[src/source/ahb_pkg.sv]
// AHB-lite bus types
package ahb_pkg;

   // ----------------------------------------
   // Transfer and response encodings
   // ----------------------------------------

   // Transfer type on htrans
   typedef enum logic [1:0] {
      IDLE   = 2'b00,
      BUSY   = 2'b01,
      NONSEQ = 2'b10,
      SEQ    = 2'b11
   } htrans_t;

   // AHB-lite slave response, one bit wide
   typedef enum logic {
      OKAY  = 1'b0,
      ERROR = 1'b1
   } hresp_t;

   // ----------------------------------------
   // Bundled bus directions
   // ----------------------------------------

   // Master to slave, address phase plus write data
   typedef struct packed {
      logic        hsel;
      logic [31:0] haddr;
      htrans_t     htrans;
      logic        hwrite;
      logic [31:0] hwdata;
      logic        hready_in;
   } ahb_req_t;

   // Slave to master
   typedef struct packed {
      logic [31:0] hrdata;
      logic        hready;
      hresp_t      hresp;
   } ahb_rsp_t;

endpackage

[src/source/apb_pkg.sv]
// APB bus types and slave map
package apb_pkg;

   // ----------------------------------------
   // Slave map
   // ----------------------------------------

   // Slave 0 is the ALUT, slaves 1 to 4 are MAC 0 to 3
   localparam int N_SLAVES = 5;

   // External MAC register blocks
   localparam int N_MACS = N_SLAVES - 1;

   // Index of the addressed slave
   typedef logic [2:0] slave_idx_t;

   // ALUT slot
   localparam slave_idx_t ALUT_IDX = 3'd0;

   // ----------------------------------------
   // Bundled bus directions
   // ----------------------------------------

   // Bridge to slaves
   // psel is the bus-wide select, slave picks the target
   typedef struct packed {
      logic [31:0] paddr;
      logic        pwrite;
      logic [31:0] pwdata;
      logic        psel;
      logic        penable;
      slave_idx_t  slave;
   } apb_req_t;

   // Slave to bridge
   typedef struct packed {
      logic [31:0] prdata;
      logic        pready;
   } apb_rsp_t;

endpackage

[src/source/ahb_apb_bridge.sv]
// AHB-lite to APB bridge
`timescale 1ns/10ps

module ahb_apb_bridge (
   input  logic                hclk,
   input  logic                arst_n,
   // AHB-lite slave side
   input  ahb_pkg::ahb_req_t   ahb_req,
   output ahb_pkg::ahb_rsp_t   ahb_rsp,
   // From the address decoder
   input  apb_pkg::slave_idx_t slave,
   input  logic                miss,
   // APB master side
   output apb_pkg::apb_req_t   apb_req,
   input  apb_pkg::apb_rsp_t   apb_rsp
);

   import ahb_pkg::*;
   import apb_pkg::*;

   // Bridge states
   typedef enum logic [2:0] {
      ST_IDLE,
      ST_CAPTURE,
      ST_SETUP,
      ST_ACCESS,
      ST_DONE,
      ST_ERR1,
      ST_ERR2
   } state_t;

   state_t      state_q;
   state_t      state_d;

   // Payload held for the APB transfer
   logic [31:0] haddr_q;
   logic        hwrite_q;
   slave_idx_t  slave_q;
   logic [31:0] hwdata_q;
   logic [31:0] prdata_q;

   logic        hready_int;
   logic        trans_active;
   logic        accept;
   logic        access_done;

   // ----------------------------------------
   // Transfer acceptance
   // ----------------------------------------

   // Data phase can end only in these states
   assign hready_int = (state_q == ST_IDLE) || (state_q == ST_DONE) ||
                       (state_q == ST_ERR2);

   // NONSEQ and SEQ only, IDLE and BUSY pass through
   assign trans_active = (ahb_req.htrans == NONSEQ) || (ahb_req.htrans == SEQ);

   assign accept = ahb_req.hsel && trans_active && ahb_req.hready_in && hready_int;

   // Last access cycle of the APB transfer
   assign access_done = (state_q == ST_ACCESS) && apb_rsp.pready;

   // ----------------------------------------
   // State machine
   // ----------------------------------------

   always_comb begin
      state_d = state_q;
      case (state_q)
         // Waiting states, each may take a new transfer
         ST_IDLE, ST_DONE, ST_ERR2: begin
            if (accept) begin
               state_d = miss ? ST_ERR1 : ST_CAPTURE;
            end else begin
               state_d = ST_IDLE;
            end
         end
         ST_CAPTURE: state_d = ST_SETUP;
         ST_SETUP:   state_d = ST_ACCESS;
         // Stay while the slave holds pready low
         ST_ACCESS: begin
            if (apb_rsp.pready) begin
               state_d = ST_DONE;
            end
         end
         // Second error cycle always follows the first
         ST_ERR1:    state_d = ST_ERR2;
         default:    state_d = ST_IDLE;
      endcase
   end

   always_ff @(posedge hclk or negedge arst_n) begin
      if (!arst_n) begin
         state_q <= ST_IDLE;
      end else begin
         state_q <= state_d;
      end
   end

   // ----------------------------------------
   // Address, data and read capture
   // ----------------------------------------

   always_ff @(posedge hclk) begin
      // Address phase
      if (accept) begin
         haddr_q  <= ahb_req.haddr;
         hwrite_q <= ahb_req.hwrite;
         slave_q  <= slave;
      end
      // Write data arrives one cycle after the address
      if (state_q == ST_CAPTURE) begin
         hwdata_q <= ahb_req.hwdata;
      end
      // Read data from the completing access
      if (access_done) begin
         prdata_q <= apb_rsp.prdata;
      end
   end

   // ----------------------------------------
   // Outputs
   // ----------------------------------------

   // APB request held steady through setup and access
   always_comb begin
      apb_req.paddr   = haddr_q;
      apb_req.pwrite  = hwrite_q;
      apb_req.pwdata  = hwdata_q;
      apb_req.slave   = slave_q;
      // Misses go to the error states and never reach these
      apb_req.psel    = (state_q == ST_SETUP) || (state_q == ST_ACCESS);
      apb_req.penable = (state_q == ST_ACCESS);
   end

   // AHB response
   always_comb begin
      ahb_rsp.hrdata = prdata_q;
      ahb_rsp.hready = hready_int;
      ahb_rsp.hresp  = ((state_q == ST_ERR1) || (state_q == ST_ERR2)) ? ERROR : OKAY;
   end

endmodule

[src/source/apb_addr_decoder.sv]
// APB window address decoder
`timescale 1ns/10ps

module apb_addr_decoder #(
   parameter logic [31:0] base_addr   = 32'h00A00000,
   parameter int unsigned window_bits = 16
) (
   input  logic [31:0]         haddr,
   output apb_pkg::slave_idx_t slave,
   output logic                miss
);

   import apb_pkg::*;

   // Offset from the first window
   logic [31:0] offset;

   // Window number, one window per slave
   logic [31:0] window;

   logic        below_base;
   logic        above_top;

   // ----------------------------------------
   // Window lookup
   // ----------------------------------------

   always_comb begin
      below_base = haddr < base_addr;
      offset     = haddr - base_addr;
      window     = offset >> window_bits;
      // Slot 5 and beyond are not mapped
      above_top  = window >= 32'(N_SLAVES);
   end

   // ----------------------------------------
   // Result
   // ----------------------------------------

   assign miss = below_base || above_top;

   // Index forced to zero on a miss, bridge ignores it then
   always_comb begin
      if (miss) begin
         slave = '0;
      end else begin
         slave = slave_idx_t'(window[$bits(slave_idx_t)-1:0]);
      end
   end

endmodule

[src/source/alut_regs.sv]
// Address lookup table registers
`timescale 1ns/10ps

module alut_regs #(
   parameter int alut_entries = 8
) (
   input  logic              hclk,
   input  logic              arst_n,
   input  logic              psel,
   input  apb_pkg::apb_req_t apb_req,
   output apb_pkg::apb_rsp_t apb_rsp
);

   // Register offsets within the window
   localparam logic [6:0] OFS_KEY_LO = 7'h00;
   localparam logic [6:0] OFS_KEY_HI = 7'h04;
   localparam logic [6:0] OFS_CMD    = 7'h08;
   localparam logic [6:0] OFS_RESULT = 7'h0C;
   localparam logic [6:0] OFS_COUNT  = 7'h10;

   localparam int CNT_W = $clog2(alut_entries + 1);

   // One table entry
   typedef struct packed {
      logic        valid;
      logic [1:0]  port;
      logic [47:0] mac;
   } alut_entry_t;

   alut_entry_t table_q [alut_entries];

   logic [31:0]      key_lo_q;
   logic [15:0]      key_hi_q;
   logic [47:0]      key;

   logic             wr_en;
   logic [2:0]       cmd_idx;
   logic             hit;
   logic [1:0]       hit_port;
   logic [CNT_W-1:0] valid_cnt;

   // ----------------------------------------
   // APB writes
   // ----------------------------------------

   // Access cycle of a write, always zero wait
   assign wr_en   = psel && apb_req.penable && apb_req.pwrite;
   assign cmd_idx = apb_req.pwdata[2:0];
   assign key     = {key_hi_q, key_lo_q};

   always_ff @(posedge hclk or negedge arst_n) begin
      if (!arst_n) begin
         key_lo_q <= '0;
         key_hi_q <= '0;
         for (int i = 0; i < alut_entries; i++) begin
            table_q[i] <= '0;
         end
      end else if (wr_en) begin
         case (apb_req.paddr[6:0])
            OFS_KEY_LO: key_lo_q <= apb_req.pwdata;
            OFS_KEY_HI: key_hi_q <= apb_req.pwdata[15:0];
            OFS_CMD: begin
               // Out of range index is dropped
               if (32'(cmd_idx) < alut_entries) begin
                  if (apb_req.pwdata[8]) begin
                     table_q[cmd_idx] <= '0;
                  end else begin
                     table_q[cmd_idx].valid <= 1'b1;
                     table_q[cmd_idx].port  <= apb_req.pwdata[5:4];
                     table_q[cmd_idx].mac   <= key;
                  end
               end
            end
            default: ;
         endcase
      end
   end

   // ----------------------------------------
   // Lookup and count
   // ----------------------------------------

   // Scan from the top so the lowest index wins
   always_comb begin
      hit       = 1'b0;
      hit_port  = '0;
      valid_cnt = '0;
      for (int i = alut_entries - 1; i >= 0; i--) begin
         if (table_q[i].valid && (table_q[i].mac == key)) begin
            hit      = 1'b1;
            hit_port = table_q[i].port;
         end
         valid_cnt = valid_cnt + CNT_W'(table_q[i].valid);
      end
   end

   // ----------------------------------------
   // APB reads
   // ----------------------------------------

   always_comb begin
      apb_rsp.pready = 1'b1;
      case (apb_req.paddr[6:0])
         OFS_KEY_LO: apb_rsp.prdata = key_lo_q;
         OFS_KEY_HI: apb_rsp.prdata = {16'h0, key_hi_q};
         OFS_RESULT: apb_rsp.prdata = {hit, 29'h0, hit_port};
         OFS_COUNT:  apb_rsp.prdata = 32'(valid_cnt);
         // Write-only command register and unused offsets
         default:    apb_rsp.prdata = '0;
      endcase
   end

endmodule

[src/source/apb_slave_mux.sv]
// APB select fan-out and response mux
`timescale 1ns/10ps

module apb_slave_mux (
   input  apb_pkg::apb_req_t                   apb_req,
   output logic                                psel_alut,
   output logic [apb_pkg::N_MACS-1:0]          psel_mac,
   input  apb_pkg::apb_rsp_t                   alut_rsp,
   input  apb_pkg::apb_rsp_t [apb_pkg::N_MACS-1:0] mac_rsp,
   output apb_pkg::apb_rsp_t                   apb_rsp
);

   import apb_pkg::*;

   logic     [N_SLAVES-1:0] sel_onehot;
   apb_rsp_t [N_SLAVES-1:0] slave_rsp;

   // ----------------------------------------
   // Select fan-out
   // ----------------------------------------

   // One-hot select, qualified by the bus-wide psel
   always_comb begin
      for (int i = 0; i < N_SLAVES; i++) begin
         sel_onehot[i] = apb_req.psel && (apb_req.slave == slave_idx_t'(i));
      end
   end

   assign psel_alut = sel_onehot[ALUT_IDX];
   assign psel_mac  = sel_onehot[N_SLAVES-1:1];

   // ----------------------------------------
   // Response mux
   // ----------------------------------------

   // ALUT in slot 0, MACs above it
   assign slave_rsp = {mac_rsp, alut_rsp};

   // Unused indices answer ready with zero data
   always_comb begin
      apb_rsp = '{prdata: '0, pready: 1'b1};
      if (32'(apb_req.slave) < N_SLAVES) begin
         apb_rsp = slave_rsp[apb_req.slave];
      end
   end

endmodule

[src/source/apb_subsystem.sv]
// APB peripheral subsystem top level
`timescale 1ns/10ps

module apb_subsystem #(
   parameter logic [31:0] base_addr    = 32'h00A00000,
   parameter int unsigned window_bits  = 16,
   parameter int          alut_entries = 8
) (
   input  logic                                    hclk,
   input  logic                                    arst_n,
   // AHB-lite port
   input  ahb_pkg::ahb_req_t                       ahb_req,
   output ahb_pkg::ahb_rsp_t                       ahb_rsp,
   // Shared APB request to the MACs
   output apb_pkg::apb_req_t                       apb_req,
   output logic [apb_pkg::N_MACS-1:0]              psel_mac,
   input  apb_pkg::apb_rsp_t [apb_pkg::N_MACS-1:0] mac_rsp
);

   import apb_pkg::*;

   // ----------------------------------------
   // Internal wires
   // ----------------------------------------

   // Decoder to bridge
   slave_idx_t slave_idx;
   logic       addr_miss;

   // ALUT select and response
   logic       psel_alut;
   apb_rsp_t   alut_rsp;

   // Combined response back to the bridge
   apb_rsp_t   mux_rsp;

   // ----------------------------------------
   // Instances
   // ----------------------------------------

   // Address phase decode
   apb_addr_decoder #(
      .base_addr   (base_addr),
      .window_bits (window_bits)
   ) apb_addr_decoder_i (
      .haddr (ahb_req.haddr),
      .slave (slave_idx),
      .miss  (addr_miss)
   );

   // AHB to APB protocol conversion
   ahb_apb_bridge ahb_apb_bridge_i (
      .hclk    (hclk),
      .arst_n  (arst_n),
      .ahb_req (ahb_req),
      .ahb_rsp (ahb_rsp),
      .slave   (slave_idx),
      .miss    (addr_miss),
      .apb_req (apb_req),
      .apb_rsp (mux_rsp)
   );

   // Select fan-out and response combine
   apb_slave_mux apb_slave_mux_i (
      .apb_req   (apb_req),
      .psel_alut (psel_alut),
      .psel_mac  (psel_mac),
      .alut_rsp  (alut_rsp),
      .mac_rsp   (mac_rsp),
      .apb_rsp   (mux_rsp)
   );

   // Slave 0, the lookup table
   alut_regs #(
      .alut_entries (alut_entries)
   ) alut_regs_i (
      .hclk    (hclk),
      .arst_n  (arst_n),
      .psel    (psel_alut),
      .apb_req (apb_req),
      .apb_rsp (alut_rsp)
   );

endmodule

[config.mk]
export PLATFORM = sky130hd
export DESIGN_NAME = apb_subsystem
export DESIGN_NICKNAME = d
export VERILOG_FILES = /design/src/source/ahb_pkg.sv /design/src/source/apb_pkg.sv /design/src/source/ahb_apb_bridge.sv /design/src/source/apb_addr_decoder.sv /design/src/source/alut_regs.sv /design/src/source/apb_slave_mux.sv /design/src/source/apb_subsystem.sv
export SDC_FILE = /design/constraint.sdc
export NUM_CORES = 1
export LEC_CHECK = 0
export ABC_CLOCK_PERIOD_IN_PS = 4500
export BUFFER_PORTS_ARGS = -buffer_cell sky130_fd_sc_hd__buf_2
export CAP_MARGIN = 20
export CORE_MARGIN = 5
export CORE_UTILIZATION = 40
export CTS_CLUSTER_DIAMETER = 150
export DETAILED_ROUTE_END_ITERATION = 12
export HOLD_SLACK_MARGIN = 0.1
export MAX_ROUTING_LAYER = met4
export PLACE_DENSITY = 0.54
export SLEW_MARGIN = 20
export SYNTH_ARGS = -nofsm -noshare
export SYNTH_HDL_FRONTEND = slang
export SYNTH_SLANG_ARGS = --single-unit
[constraint.sdc]
create_clock -name hclk -period 4.5 [get_ports hclk]
set_input_delay 0.225 -clock hclk [delete_from_list [all_inputs] [get_ports hclk]]
set_output_delay 0.225 -clock hclk [all_outputs]
set_load 0.01 [all_outputs]
==> results.txt <==
- I/O pin count: 311
- Library cells used by synthesis: 71
* Maximum capacitance violations: 0
- Post-CTS clock slew at the launch and capture registers of the worst setup and hold paths: 60 ps
- Number of gates resized after CTS: 0
* Root buffer selected by CTS: sky130_fd_sc_hd__clkbuf_16
- Register-to-register path setup slack: 320 ps
* Number of clock buffers inserted by TritonCTS: 66
* Setup repair after global routing missed its margin: no
- Placeable core region: 65700 um2
* WP data arrival: 4520 ps
- Final total power: 11900 uW
* Max Buffers Root-to-Sink: 3
- The clock reaches the later pin of the worst-skew pair after 610 ps.
- Leakage power of the design: 0.0148 uW
- For this block, the initial DRC count from the detailed router was 1987.
* Cells traversed along the worst timing path: ha_1 -> inv_1 -> fa_1 -> fa_1 -> fa_1 -> fa_1 -> nor2_1 -> a221oi_1 -> o21ai_0 -> a222oi_1 -> a2bb2oi_1 -> o21ai_1
* Chip Width: 268 um
* Wire per inst: 25.7 um
* Dominant synthesized flop cell: sky130_fd_sc_hd__dfrtp_1
* Max IR drop VDD: 384 uV
- Total half-perimeter wirelength after legalization and detailed placement: 68.7 mm
- PwrDens: 370 nW/um2
- F_max: 0.239 GHz
- Most frequent standard cell in the layout excluding fill and tap cells: sky130_fd_sc_hd__dfrtp_1
- EDFF count, synth: 100
* Register area: 14500 um2
* Pin count of the biggest net entering global routing: 150
- The total overflow left after global routing is 0.
* Worst hold-check slack: 107 ps
* Number of buffers added on ports: 309
- Number of antenna violations at the first check in global routing: 6
- On the worst path, the slowest cell contributes a delay of 560 ps.
* Number of nets in the finished design: 3127
* Kind of end point of the critical path: register
- Broken down by cell family, the worst path's largest delay share belongs to adder cells.
- The number of nets in the synthesized netlist is 2726.
- The analysis attributes to net switching a power of 2960 uW.
- Initial core utilization: 40.3%
* Share of layout cells above drive strength 1: 20.8%
- The number of failing hold endpoints at the final stage came to 0.
* Antenna-violating nets left: 0
- Final number of setup-violating endpoints: 0
- Dpl ws: 441 ps
- Required time worst endpoint: 4840 ps
- Cell row count: 94
- Final cell count without fillers: 3832
* Pins Over Slew Limit: 0
* Switching Fraction: 24.7%
- The flow ran to the end, and the final reports show no timing, DRC or antenna violations.
* Number of instances in the placed design: 3588
- The number of buffers and inverters on the critical path is 1.
- Internal Power: 8990 uW
* Mean area per synthesized cell: 10.5 um2
- Worst Path Class, Setup: register to register
- TritonCTS built the clock tree.
- Most frequent cells in the layout: sky130_fd_sc_hd__dfrtp_1, sky130_fd_sc_hd__nand2_1, sky130_fd_sc_hd__buf_2
- Startpoint type of the worst setup path: register
- Across every metal layer, demand over resource in global routing totals 27.7%.
* Pre-antenna DRT Iters: 8
- Share of the cycle needed by the critical path after routing: 92.8%
- Clock period minus final worst setup slack: 4180 ps
- Routed WL: 98.3 mm
- Post-synthesis instance area: 26500 um2
- Depth of the CTS H-tree: 3
* Total of fill cells in the finished design: 6066
- Flop pwr share: 46.2%
- Dividing the detail-routed via count by the number of cells gives 5.41.
- The first global-routing pass estimated 142 mm of wire.
* Fin worst setup slack: 323 ps
- DIE AREA: 71600 um2
* Critical-path top delay cell: sky130_fd_sc_hd__fa_1
- Setup TNS Final: 0 ps
- RePlAce Congestion: 0.971
- Across the routed clock network, the largest skew measured is 28.0 ps.
- Worst-path maximum fanout: 3
* Vertical die dimension: 268 um
- Via count of the first global-routing pass: 20410
- Fraction of the yosys area taken by sequential cells: 54.6%
- Layout overhead on the synthesized area: 21.6%
* Gate power share: 8.9%
- Post-CTS setup buffers: 0
- In the final layout, the multi-input gates occupy 10900 um2.
- Clock Sink Count: 559
- Async S/R FF share, synth: 82.1%
- After detailed routing, the number of remaining DRC violations is 0.
- Measured against its own limit, the worst slew margin works out to 24.4%.
* Total number of vias: 20729
* Cells after synthesis: 2515
* Clock power frac: 44.9%
- At the pin with the least slew margin, the transition time is 1130 ps.
- Yosys reg bits: 559
- The most numerous cell type found on the critical path is sky130_fd_sc_hd__fa_1.
- Yosys warns: 0
* Hold-fix buffers at CTS: 123
- Hold Path Class: input port to register
-- power groups by stage --
stage | logic [uW] | registers [uW] | clock network, uW
after floorplan | 367 | 5620 | 0
after global placement | 977 | 5610 | 0
after detailed placement | 986 | 5620 | 0
after CTS | 1080 | 5520 | 5440
after global routing | 1140 | 5540 | 5630
final | 1060 | 5520 | 5360
-- worst min-delay path, delay by kind of cell --
kind | cells | cell delay (ps)
compound gates | 2 | 250
buf+inv | 1 | 100
-- cells in the mapped netlist, types with 3 or more instances --
cell | instances | area share, %
sky130_fd_sc_hd__nand2_2 | 19 | 0.45
sky130_fd_sc_hd__o21ai_0 | 304 | 5.7
sky130_fd_sc_hd__o21ai_1 | 130 | 2.5
sky130_fd_sc_hd__nand3_1 | 17 | 0.32
sky130_fd_sc_hd__dfrtp_1 | 459 | 43
sky130_fd_sc_hd__o2bb2ai_1 | 4 | 0.13
sky130_fd_sc_hd__buf_4 | 10 | 0.28
sky130_fd_sc_hd__nor3_1 | 11 | 0.21
sky130_fd_sc_hd__a222oi_1 | 30 | 1.1
sky130_fd_sc_hd__ha_1 | 4 | 0.19
sky130_fd_sc_hd__nor4_1 | 53 | 1.3
sky130_fd_sc_hd__nor2_1 | 26 | 0.37
sky130_fd_sc_hd__nand4_1 | 52 | 1.2
sky130_fd_sc_hd__buf_6 | 33 | 1.4
sky130_fd_sc_hd__a21oi_1 | 11 | 0.21
sky130_fd_sc_hd__o211a_1 | 5 | 0.19
sky130_fd_sc_hd__buf_2 | 62 | 1.2
sky130_fd_sc_hd__mux2i_1 | 3 | 0.11
sky130_fd_sc_hd__o22ai_1 | 6 | 0.14
sky130_fd_sc_hd__xnor2_1 | 185 | 6.1
sky130_fd_sc_hd__and2_1 | 5 | 0.12
sky130_fd_sc_hd__clkbuf_1 | 68 | 0.96
sky130_fd_sc_hd__a22o_1 | 8 | 0.26
sky130_fd_sc_hd__o21ai_2 | 30 | 0.99
sky130_fd_sc_hd__xor2_1 | 174 | 5.7
sky130_fd_sc_hd__or4_1 | 3 | 0.085
sky130_fd_sc_hd__nor3b_1 | 7 | 0.20
sky130_fd_sc_hd__inv_1 | 50 | 0.71
sky130_fd_sc_hd__mux2_2 | 65 | 2.8
sky130_fd_sc_hd__nor2b_1 | 11 | 0.26
sky130_fd_sc_hd__mux4_2 | 3 | 0.25
sky130_fd_sc_hd__a221oi_1 | 4 | 0.13
sky130_fd_sc_hd__nand2b_1 | 58 | 1.4
sky130_fd_sc_hd__edfxtp_1 | 100 | 11
sky130_fd_sc_hd__fa_1 | 4 | 0.30
sky130_fd_sc_hd__nand2_1 | 454 | 6.4
-- per-layer routing --
metal	vias up	GRT usage, %	routed length, um
li1	9453	-	-
met1	10316	38.1	43200
met2	807	42.7	45000
met3	153	4.23	6630
met4	0	8.86	3560
met5	-	-	0
-- sequential cells by signal (all words and copies together) (netlist names) --
| name | flops |
|---|---|
| ahb_apb_bridge_i.haddr_q | 32 |
| ahb_apb_bridge_i.hwdata_q | 32 |
| ahb_apb_bridge_i.hwrite_q | 1 |
| ahb_apb_bridge_i.prdata_q | 32 |
| ahb_apb_bridge_i.slave_q | 3 |
| ahb_apb_bridge_i.state_q | 3 |
| alut_regs_i.key_hi_q | 16 |
| alut_regs_i.key_lo_q | 32 |
| alut_regs_i.table_q | 408 |
-- stage by stage --
step           area [um2]  utilization (%)
2_1_floorplan       26500                -
3_3_place_gp        28800             43.9
3_5_place_dp        28800             43.9
4_1_cts             32200             49.0
5_1_grt             32200             49.1
6_report            32300             49.1
-- worst paths after layout --
check                                              from  depth (start not counted)                       endpoint
worst min-delay path                        mac_rsp[19]                          3  ahb_apb_bridge_i.prdata_q[18]
max in group asynchronous                        arst_n                          3        alut_regs_i.table_q[82]
worst max-delay path            alut_regs_i.table_q[50]                         12   ahb_apb_bridge_i.prdata_q[1]
worst min register to register  alut_regs_i.table_q[38]                          2        alut_regs_i.table_q[38]
min in group asynchronous                        arst_n                          2       alut_regs_i.table_q[249]
worst max register to register  alut_regs_i.table_q[50]                         12   ahb_apb_bridge_i.prdata_q[1]
-- kinds of logic (layout without fill, tap and decap cells) --
kind of cell | Yosys count | count (layout) | synth area share, %
flip-flops | 559 | 559 | 54.6
AND/OR/NAND/NOR | 737 | 737 | 13.2
adder cells (fa/ha/maj) | 8 | 8 | 0.491
AO/OA/AOI/OAI | 555 | 555 | 12.1
buffers and inverters | 226 | 676 | 4.57
XOR/XNOR | 359 | 359 | 11.9
other | 0 | 3 | 0
multiplexers | 71 | 71 | 3.13
-- final cells by class --
cell class	count	area share, %
clock inverters	13	0.442
inverters	51	0.594
flip-flops and latches	559	44.9
clock buffers	104	6.16
multi-input cells	1730	33.9
repair buffers	508	10.6
diodes	3	0.0233
well taps	864	3.35
No activity file was read; power rests on OpenSTA's default activity.
